`src/rtl/ebusPkg.sv`:
```
package ebusPkg;

  // One EBUS data word
  typedef logic [35:0] ebusWord;

  // Device number on the bus, the top value addresses every device at once
  typedef logic [2:0] devIndex;

  // Register number inside one device
  typedef logic [1:0] regIndex;

  // APB byte address: device in bits 6 to 4, register in bits 3 to 2
  typedef logic [6:0] apbAdr;

  localparam devIndex broadcastDev = 3'd7;

  // The last register slot of a device returns its write counter
  localparam regIndex counterReg = 2'd3;

  typedef enum logic [1:0] {
    idle,
    access,
    readWait
  } bridgeState;

endpackage

```
`src/rtl/ebusApbBridge.sv`:
```
`timescale 1ns/1ns

module ebusApbBridge #(
  parameter int numDevices = 4
) (
  input  logic             clk,
  input  logic             arstN,
  input  logic             psel,
  input  logic             penable,
  input  logic             pwrite,
  input  ebusPkg::apbAdr   paddr,
  input  ebusPkg::ebusWord pwdata,
  input  ebusPkg::ebusWord ebusData,
  output ebusPkg::ebusWord prdata,
  output logic             pready,
  output logic             pslverr,
  output logic             wrStrobe,
  output logic             rdStrobe,
  output ebusPkg::devIndex devSel,
  output ebusPkg::regIndex regSel,
  output ebusPkg::ebusWord wrData
);

  ebusPkg::bridgeState state;
  ebusPkg::bridgeState nextState;
  logic badDevice;
  logic accessCycle;

  // The master holds paddr and pwdata for the whole transfer, so the
  // selects can be taken straight from the bus
  assign devSel = paddr[6:4];
  assign regSel = paddr[3:2];
  assign wrData = pwdata;

  // Broadcast is always legal, any other number must name a real device
  assign badDevice = (devSel != ebusPkg::broadcastDev) && (int'(devSel) >= numDevices);

  // First access cycle of a transfer
  assign accessCycle = (state == ebusPkg::access) && psel && penable;

  always_comb begin
    nextState = state;
    case (state)
      ebusPkg::idle: begin
        // Only a setup phase starts a transfer, a stray penable is ignored
        if (psel && !penable) begin
          nextState = ebusPkg::access;
        end
      end
      ebusPkg::access: begin
        if (accessCycle && !pwrite && !badDevice) begin
          nextState = ebusPkg::readWait;
        end else begin
          nextState = ebusPkg::idle;
        end
      end
      ebusPkg::readWait: begin
        nextState = ebusPkg::idle;
      end
      default: begin
        nextState = ebusPkg::idle;
      end
    endcase
  end

  always_ff @(posedge clk or negedge arstN) begin
    if (!arstN) begin
      state <= ebusPkg::idle;
    end else begin
      state <= nextState;
    end
  end

  // Writes and errors finish in the first access cycle
  // Reads need one more cycle while the mux registers the bus
  assign pready = (accessCycle && (pwrite || badDevice)) || (state == ebusPkg::readWait);

  assign pslverr = accessCycle && badDevice;

  // Strobes last exactly one cycle since access is left at the next edge
  assign wrStrobe = accessCycle && pwrite && !badDevice;
  assign rdStrobe = accessCycle && !pwrite && !badDevice;

  // The registered bus word is only returned while a read completes
  assign prdata = (state == ebusPkg::readWait) ? ebusData : '0;

endmodule

```
`src/rtl/ebusDevice.sv`:
```
`timescale 1ns/1ns

module ebusDevice #(
  parameter int devId = 0
) (
  input  logic             clk,
  input  logic             arstN,
  input  logic             wrStrobe,
  input  logic             rdStrobe,
  input  ebusPkg::devIndex devSel,
  input  ebusPkg::regIndex regSel,
  input  ebusPkg::ebusWord wrData,
  output logic             driving,
  output ebusPkg::ebusWord driveData
);

  ebusPkg::ebusWord genReg [0:2];
  ebusPkg::ebusWord writeCount;
  ebusPkg::ebusWord readWord;
  logic selected;

  // Respond to our own number and to broadcast
  assign selected = (int'(devSel) == devId) || (devSel == ebusPkg::broadcastDev);

  // Writes to the counter slot are dropped and not counted
  always_ff @(posedge clk or negedge arstN) begin
    if (!arstN) begin
      genReg[0] <= '0;
      genReg[1] <= '0;
      genReg[2] <= '0;
      writeCount <= '0;
    end else if (wrStrobe && selected && (regSel != ebusPkg::counterReg)) begin
      genReg[regSel] <= wrData;
      // Counter wraps at 2^36
      writeCount <= writeCount + 1'b1;
    end
  end

  always_comb begin
    case (regSel)
      2'd0: begin
        readWord = genReg[0];
      end
      2'd1: begin
        readWord = genReg[1];
      end
      2'd2: begin
        readWord = genReg[2];
      end
      default: begin
        readWord = writeCount;
      end
    endcase
  end

  // Bus driver, active only for the single read strobe cycle
  assign driving = rdStrobe && selected;
  assign driveData = driving ? readWord : '0;

endmodule

```
`src/rtl/ebusMux.sv`:
```
`timescale 1ns/1ns

module ebusMux #(
  parameter int numDevices = 4
) (
  input  logic                               clk,
  input  logic                               arstN,
  input  logic             [numDevices-1:0] driving,
  input  ebusPkg::ebusWord [numDevices-1:0] driveData,
  output ebusPkg::ebusWord                   ebusData,
  output logic                               ebusConflict
);

  ebusPkg::ebusWord busWord;
  logic [3:0] driverCount;

  // Walk from the top down so the lowest driving index is the last to win
  always_comb begin
    busWord = '0;
    for (int i = numDevices - 1; i >= 0; i--) begin
      if (driving[i]) begin
        busWord = driveData[i];
      end
    end
  end

  always_comb begin
    driverCount = '0;
    for (int i = 0; i < numDevices; i++) begin
      driverCount = driverCount + 4'(driving[i]);
    end
  end

  always_ff @(posedge clk) begin
    ebusData <= busWord;
  end

  // Sticky until reset, the host reads it as a history bit
  always_ff @(posedge clk or negedge arstN) begin
    if (!arstN) begin
      ebusConflict <= 1'b0;
    end else if (driverCount > 4'd1) begin
      ebusConflict <= 1'b1;
    end
  end

endmodule

```
`src/rtl/ebusTop.sv`:
```
`timescale 1ns/1ns

module ebusTop #(
  parameter int numDevices = 4
) (
  input  logic             clk,
  input  logic             arstN,
  input  logic             psel,
  input  logic             penable,
  input  logic             pwrite,
  input  ebusPkg::apbAdr   paddr,
  input  ebusPkg::ebusWord pwdata,
  output ebusPkg::ebusWord prdata,
  output logic             pready,
  output logic             pslverr,
  output logic             ebusConflict
);

  logic wrStrobe;
  logic rdStrobe;
  ebusPkg::devIndex devSel;
  ebusPkg::regIndex regSel;
  ebusPkg::ebusWord wrData;
  ebusPkg::ebusWord ebusData;

  // Per device bus drivers, gathered by the mux
  logic [numDevices-1:0] driving;
  ebusPkg::ebusWord [numDevices-1:0] driveData;

  ebusApbBridge #(
    .numDevices(numDevices)
  ) ebusApbBridge_inst (
    .clk      (clk),
    .arstN    (arstN),
    .psel     (psel),
    .penable  (penable),
    .pwrite   (pwrite),
    .paddr    (paddr),
    .pwdata   (pwdata),
    .ebusData (ebusData),
    .prdata   (prdata),
    .pready   (pready),
    .pslverr  (pslverr),
    .wrStrobe (wrStrobe),
    .rdStrobe (rdStrobe),
    .devSel   (devSel),
    .regSel   (regSel),
    .wrData   (wrData)
  );

  for (genvar i = 0; i < numDevices; i++) begin : gDev
    ebusDevice #(
      .devId(i)
    ) ebusDevice_inst (
      .clk       (clk),
      .arstN     (arstN),
      .wrStrobe  (wrStrobe),
      .rdStrobe  (rdStrobe),
      .devSel    (devSel),
      .regSel    (regSel),
      .wrData    (wrData),
      .driving   (driving[i]),
      .driveData (driveData[i])
    );
  end

  ebusMux #(
    .numDevices(numDevices)
  ) ebusMux_inst (
    .clk          (clk),
    .arstN        (arstN),
    .driving      (driving),
    .driveData    (driveData),
    .ebusData     (ebusData),
    .ebusConflict (ebusConflict)
  );

endmodule

```
`config.mk`:
```
export PLATFORM = sky130hd
export DESIGN_NAME = ebusTop
export DESIGN_NICKNAME = d
export VERILOG_FILES = /design/src/rtl/ebusPkg.sv /design/src/rtl/ebusApbBridge.sv /design/src/rtl/ebusDevice.sv /design/src/rtl/ebusMux.sv /design/src/rtl/ebusTop.sv
export SDC_FILE = /design/constraint.sdc
export NUM_CORES = 1
export LEC_CHECK = 0
export BUFFER_PORTS_ARGS = -buffer_cell sky130_fd_sc_hd__buf_2
export CORE_MARGIN = 2
export CORE_UTILIZATION = 50
export DETAILED_ROUTE_END_ITERATION = 10
export GPL_TIMING_DRIVEN = 1
export PLACE_DENSITY_LB_ADDON = 0.3
export SLEW_MARGIN = 20
export SYNTH_ARGS = -nofsm -noshare
export SYNTH_HDL_FRONTEND = slang
export SYNTH_SLANG_ARGS = --single-unit
```
`constraint.sdc`:
```
create_clock -name clk -period 2.8 [get_ports clk]
set_input_delay 0.42 -clock clk [delete_from_list [all_inputs] [get_ports clk]]
set_output_delay 0.42 -clock clk [all_outputs]
set_load 0.02 [all_outputs]
```
Word-level counts from Yosys, hierarchy flattened --
Cells that the tools add are included.
Storage, ports and cells: bits in registers 615, input bits 48, logic and storage cells 95
Operators by class: add/subtract/negate cells 7, order comparisons 4, equal/unequal tests 11, mux-type cells 18, bitwise operators 1, reductions and logical operators 35
Operator list (count):
- bitwise mux 108 bit | 4
- one-hot mux 36 bit (3 select lines) | 4
- 2-to-1 mux 36 bit | 6
- adder 36 x 1 -> 36 bit (second input constant) | 4
- demux 36 bit (select 2 bit) | 1
- logical AND 1 bit | 23
- == test 3 bit (second input constant) | 3
- adder 4 x 1 -> 4 bit | 2
- >= comparator 3 bit (second input constant) | 2
- logical OR 1 bit | 6
- == test 2 x 1 -> 1 bit (second input constant) | 2
- == test 2 bit (second input constant) | 2
- > comparator 4 x 1 -> 1 bit (second input constant) | 1
- logical NOT 2 bit | 2
- 2-to-1 mux 2 bit | 2
- one-hot mux 2 bit (2 select lines) | 1
- == test 3 x 2 -> 1 bit (second input constant) | 1
- logical NOT 1 bit | 3
- logical NOT 3 bit | 1
- less-than comparator 3 x 1 -> 1 bit (second input constant) | 1
- != test 3 bit (second input constant) | 1
- NOT 2 -> 3 bit | 1
- adder 1 x 1 -> 2 bit | 1
- != test 2 x 1 -> 1 bit (second input constant) | 1
- != test 2 bit (second input constant) | 1

Longest topological paths before layout --
depth after elaboration 10, depth in mapped cells 10, depth with buffers taken out 8

Cells and area by module --
Synthesis repeated with hierarchy kept, for this count alone.
Unflattened totals: cell total of the unflattened synthesis 2164, area, all modules 30252.8 µm²
Modules (own cells, without submodules):
- ebusDevice (gDev[1].ebusDevice_inst ...) | times used 2, cells an instance 478, area an instance 6854.1 µm²
- ebusDevice (gDev[0].ebusDevice_inst) | times used 1, cells an instance 486, area an instance 6985.4 µm²
- ebusDevice (gDev[3].ebusDevice_inst) | times used 1, cells an instance 459, area an instance 6846.6 µm²
- ebusMux | times used 1, cells an instance 170, area an instance 1951.9 µm²
- ebusApbBridge | times used 1, cells an instance 93, area an instance 760.7 µm²

Worst setup path after synthesis --
OpenSTA, ideal clock, no wires.
kind in2reg, from input paddr[6], to register ebusMux_inst.ebusConflict, setup time 124 ps, data arrival time 2097 ps, path slack 579 ps, stages on the path 10, path buffers 2, path through buf_6 -> or3_4 -> nand2_1 -> nand2_1 -> clkbuf_1 -> inv_1 -> ha_1 -> ha_1 -> nor3_1 -> nand2_1
Between the ends: word-level cells in the longest chain between the ends 9, elaborated cells on any way between the ends 22, those cells by class 3 x add/sub; 2 x order compare; 5 x eq/ne; 12 x reduce/logical
Ends and longest elaborated chain:
- start, declared | line ebusTop.sv:11 | input ebusPkg::apbAdr paddr,
- >= comparator 3 bit or != test 3 bit (tied branches) | line ebusApbBridge.sv:36 | assign badDevice = (devSel != ebusPkg::broadcastDev) && (int'(devSel) >= numDevices);
- logical AND 1 bit | line ebusApbBridge.sv:36
- logical NOT 1 bit | line ebusApbBridge.sv:82 | assign rdStrobe = accessCycle && !pwrite && !badDevice;
- logical AND 1 bit | line ebusApbBridge.sv:82
- logical AND 1 bit | line ebusDevice.sv:57 | assign driving = rdStrobe && selected;
- adder 1 x 1 -> 2 bit | line ebusMux.sv:30 | driverCount = driverCount + 4'(driving[i]);
- adder 4 x 1 -> 4 bit | line ebusMux.sv:30
- adder 4 x 1 -> 4 bit (*) | line ebusMux.sv:30
- > comparator 4 x 1 -> 1 bit (*) | line ebusMux.sv:42 | end else if (driverCount > 4'd1) begin
- end signal, assigned | line ebusMux.sv:41 | ebusConflict <= 1'b0;
- end signal, assigned | line ebusMux.sv:43 | ebusConflict <= 1'b1;
- end, declared | line ebusMux.sv:11 | output logic ebusConflict
Mark *: on every way between the ends. The rest lies on a longest branch, timed or not. A chain may end at the register's enable or synchronous reset.

Worst setup path in the final report --
from register ebusApbBridge_inst.state[1], to register gDev[3].ebusDevice_inst.writeCount[27]
Between the ends: word-level cells in the longest chain between the ends 7
Ends and longest elaborated chain:
- start, declared | line ebusApbBridge.sv:24 | ebusPkg::bridgeState state;
- start signal, assigned | line ebusApbBridge.sv:68 | state <= ebusPkg::idle;
- start signal, assigned | line ebusApbBridge.sv:70 | state <= nextState;
- == test 2 x 1 -> 1 bit | line ebusApbBridge.sv:39 | assign accessCycle = (state == ebusPkg::access) && psel && penable;
- logical AND 1 bit (2 in a row) | line ebusApbBridge.sv:39
- logical AND 1 bit (2 in a row) | line ebusApbBridge.sv:81 | assign wrStrobe = accessCycle && pwrite && !badDevice;
- logical AND 1 bit (2 in a row) | line ebusDevice.sv:32 | end else if (wrStrobe && selected && (regSel != ebusPkg::counterReg)) begin
- end signal, assigned | line ebusDevice.sv:35 | writeCount <= writeCount + 1'b1;
- end, declared | line ebusDevice.sv:18 | ebusPkg::ebusWord writeCount;
Every way passes these cells.

==> flow_metrics.env <==
export IMPL_num_vias=17290
export IMPL_r2r_path_start="ebusApbBridge_inst.state[1]"
export IMPL_synthTopCellsByCount="sky130_fd_sc_hd__dfrtp_1 (579), sky130_fd_sc_hd__mux2_2 (432), sky130_fd_sc_hd__mux4_2 (144)"
export IMPL_synth_sequential_area_ratio_pct=53.86
export IMPL_area_sequential_um2=15210
export IMPL_grt_pass1_vias=18470
export IMPL_reg2reg_to="gDev[3].ebusDevice_inst.writeCount[27]"
export IMPL_async_flop_share_pct=94.15
export IMPL_rsz0062_at_grt="no"
export IMPL_power_density_normalized_to_cell_area_nw_per_um2=579.9
export IMPL_setup_ws_ns=0.1556
export IMPL_endpoint_kind="register"
export IMPL_cp_max_stage_cell="sky130_fd_sc_hd__or4_1"
export IMPL_swShare_pct=23.04
export IMPL_min_from="psel"
export IMPL_grt_max_degree=135
export IMPL_place_inst=2762
export IMPL_detailedRoute_firstIterationViolations=1134
export IMPL_rr_worst_depth=5
export IMPL_critical_path_cell_chain="and4b_1 > nand4_4 > or4_1 > or3_1 > xnor2_1"
export IMPL_synth_most_common_cell="sky130_fd_sc_hd__dfrtp_1"
export IMPL_cp_max_fo=8
export IMPL_synth_seq_cells=615
export IMPL_synth_largest_area_cell="sky130_fd_sc_hd__dfrtp_1"
export IMPL_design_core_area_um2=56060
export IMPL_hold_path_class="input port to register"
export IMPL_timing_critical_path_depth=5
export IMPL_combinationalPowerShare_pct=6.1
export IMPL_dp_hpwl_um=47000
export IMPL_flow_area_growth_from_synthesis_pct=13.23
export IMPL_syn_nets=2046
export IMPL_synthFlopType="sky130_fd_sc_hd__dfrtp_1"
export IMPL_worst_path_buf_inv=0
export IMPL_synth_warning_count=0
export IMPL_grt_total_usage_pct=24.96
export IMPL_finalHoldViolations=0
export IMPL_worst_ir_drop_vdd_v=0.0004548
export IMPL_final_antenna_net_count=0
export IMPL_synth_area_top_cells="sky130_fd_sc_hd__dfrtp_1 (51%), sky130_fd_sc_hd__mux2_2 (17%), sky130_fd_sc_hd__mux4_2 (11%)"
export IMPL_clock_latency_late_sink_ns=0.65
export IMPL_post_route_drc_count=0
export IMPL_detail_route_wl_per_cell_um=24.74
export IMPL_setup_worst_path_class="register to register"
export IMPL_detail_route_wirelength_um=71330
export IMPL_timing_critical_path_to="gDev[3].ebusDevice_inst.writeCount[27]"
export IMPL_drt_first_pass_iters=5
export IMPL_worst_setup_hold_path_clk_slew_ns=0.06
export IMPL_worstSetupStartpoint="ebusApbBridge_inst.state[1]"
export IMPL_detailedPlace_worstSlack_ns=0.1367
export IMPL_tns_ns=0
export IMPL_die_width_um=241.7
export IMPL_slew_violations=0
export IMPL_worst_margin_slew_ns=0.7672
export IMPL_timing_reg2reg_setup_slack_ns=0.16
export IMPL_cts_sinks=615
export IMPL_worst_clock_skew_ns=0.02407
export IMPL_cts_root_buf="sky130_fd_sc_hd__clkbuf_16"
export IMPL_synthDominantCellAreaShare_pct=51.31
export IMPL_seq_pwr_share_pct=50.2
export IMPL_multi_input_comb_area_um2=12350
export IMPL_num_rows=87
export IMPL_floorplan_io_pins=87
export IMPL_slew_headroom_pct=48.85
export IMPL_place_gp_congestion=0.8438
export IMPL_port_buffers=84
export IMPL_cts_root_to_sink_buffers=3
export IMPL_cp_data_arrival_time_ns=3.18
export IMPL_timing_max_cap_violations=0
export IMPL_tritoncts_num_buffers=61
export IMPL_initial_core_util_pct=50.37
export IMPL_critical_path_max_stage_delay_ns=0.74
export IMPL_layout_nets=2125
export IMPL_ratio_of_cells_with_drive_above_1_in_the_final_layout_pct=41.15
export IMPL_p_switching_mw=4.272
export IMPL_layout_cells_non_filler=2883
export IMPL_number_of_vias_per_cell=5.997
export IMPL_power_clock_fraction_pct=43.6
export IMPL_leakage_nw=15.15
export IMPL_cp_data_required_time_ns=3.33
export IMPL_number_of_fill_cells=4399
export IMPL_run_status="complete, no violations"
export IMPL_internal_power_mw=14.27
export IMPL_achievable_frequency_mhz=378.2
export IMPL_fin_crit_sh_pct=94.44
export IMPL_post_synthesis_cell_area_um2=28240
export IMPL_post_synth_inst_count=1992
export IMPL_die_area_um2=58400
export IMPL_postcts_setup_bufs=0
export IMPL_cts_tree="built"
export IMPL_final_setup_viol_count=0
export IMPL_final_period_demand_of_the_worst_path_ns=2.644
export IMPL_die_height_um=241.7
export IMPL_grt_overflow_total=0
export IMPL_cts_htree_levels=2
export IMPL_synth_cell_types=48
export IMPL_worst_setup_path_start_kind="register"
export IMPL_avgSynthCellArea_um2=14.18
export IMPL_count_of_flip_flops_with_a_built_in_enable_after_synthesis=0
export IMPL_grt_pass1_wl_um=112000
export IMPL_cell_type_group_with_the_largest_total_delay_on_the_critical_path="simple AND/OR/NAND/NOR gates"
export IMPL_antenna_found_initial=3
-- state kept, by name, indices dropped and copies added, names as in the netlist --
register / flops
ebusMux_inst.ebusConflict: 1
gDev.ebusDevice_inst.writeCount: 144
ebusApbBridge_inst.state: 2
gDev.ebusDevice_inst.genReg: 432
ebusMux_inst.ebusData: 36
-- layout by cell type (no fill, tap or decap), types with 6 or more instances in the layout --
cell type / netlist / layout
sky130_fd_sc_hd__o221ai_1: 10 / 10
sky130_fd_sc_hd__nand4_1: 31 / 31
sky130_fd_sc_hd__xor2_1: 64 / 64
sky130_fd_sc_hd__buf_12: 0 / 28
sky130_fd_sc_hd__nand3_1: 56 / 56
sky130_fd_sc_hd__buf_4: 2 / 50
sky130_fd_sc_hd__nand2_2: 0 / 7
sky130_fd_sc_hd__clkbuf_8: 0 / 14
sky130_fd_sc_hd__and2_1: 42 / 42
sky130_fd_sc_hd__clkinv_2: 0 / 14
sky130_fd_sc_hd__o22ai_1: 60 / 60
sky130_fd_sc_hd__nor3_1: 32 / 32
sky130_fd_sc_hd__and4_1: 12 / 12
sky130_fd_sc_hd__clkbuf_1: 82 / 21
sky130_fd_sc_hd__nor2_1: 54 / 50
sky130_fd_sc_hd__ha_1: 6 / 6
sky130_fd_sc_hd__a21oi_1: 12 / 12
sky130_fd_sc_hd__and3_1: 14 / 14
sky130_fd_sc_hd__mux4_2: 144 / 144
sky130_fd_sc_hd__inv_1: 22 / 22
sky130_fd_sc_hd__nor3_2: 9 / 9
sky130_fd_sc_hd__dfxtp_1: 36 / 36
sky130_fd_sc_hd__mux2_2: 432 / 432
sky130_fd_sc_hd__xnor2_1: 78 / 78
sky130_fd_sc_hd__dfrtp_1: 579 / 579
sky130_fd_sc_hd__nor4_1: 9 / 9
sky130_fd_sc_hd__clkbuf_16: 0 / 61
sky130_fd_sc_hd__a211oi_1: 25 / 25
sky130_fd_sc_hd__buf_2: 53 / 81
sky130_fd_sc_hd__nand2_1: 75 / 68
-- stage by stage --
stage	power, mW	utilization, %	cell area, um2	hold slack (ns)
final	18.54	57.04	31970	0.06495
after global placement	10.56	53.47	29970	0.3876
after CTS	18.69	57.02	31970	0.03950
after global routing	19.19	57.02	31970	0.06435
after detailed placement	10.62	53.47	29970	0.3936
after floorplan	10.14	-	28240	0.1244
-- how the worst min path moves through the flow --
| stage | to | cells past startpoint |
|---|---|---|
| floorplan | ebusApbBridge_inst.state[0] | 0 |
| global placement | ebusApbBridge_inst.state[0] | 1 |
| detailed placement | gDev[0].ebusDevice_inst.genReg[71] | 1 |
| CTS | ebusApbBridge_inst.state[0] | 2 |
| global route | ebusApbBridge_inst.state[0] | 2 |
| finish | ebusApbBridge_inst.state[0] | 2 |
-- what timing repair did --
action | in CTS | in global routing
resized for setup | 0 | 0
hold buffers | 2 | 0
endpoints found under the hold margin | 49 | 0
-- power by group through the flow --
stage,clock network (mW),registers (mW),logic [mW]
finish,8.09,9.32,1.13
global route,8.60,9.34,1.24
CTS,8.23,9.31,1.15
detailed placement,0,9.48,1.14
global placement,0,9.45,1.11
floorplan,0,9.42,0.714
-- final cells by class --
type	instances	share of cell area [%]
Multi-Input combinational cell	1207	38.63
Antenna cell	3	0.02348
Clock inverter	20	0.5478
Timing Repair Buffer	164	4.387
Clock buffer	96	5.623
Inverter	22	0.2583
Tap cell	756	2.958
Sequential cell	615	47.57
-- logic make-up (layout without fill, tap and decap cells) --
family          after synthesis  count (layout)  synth area share (%)
flops                       615             615                 53.86
mux                         580             580                 28.87
simple gates                367             367                 7.257
buf+inv                     170             302                 2.627
xor+xnor                    142             142                 4.404
compound gates              112             112                 2.716
fa+ha+maj                     6               6                0.2658
other cells                   0               3                     0
-- layer usage --
metal	up-vias	part of all wire, %	GRT usage [%]
met5	-	0	0
met4	0	2.6	7.643
met3	124	5.2	4.107
met2	382	49	40.65
met1	9299	44	34.68
li1	7483	-	-
(Power assumes the default switching activity.)
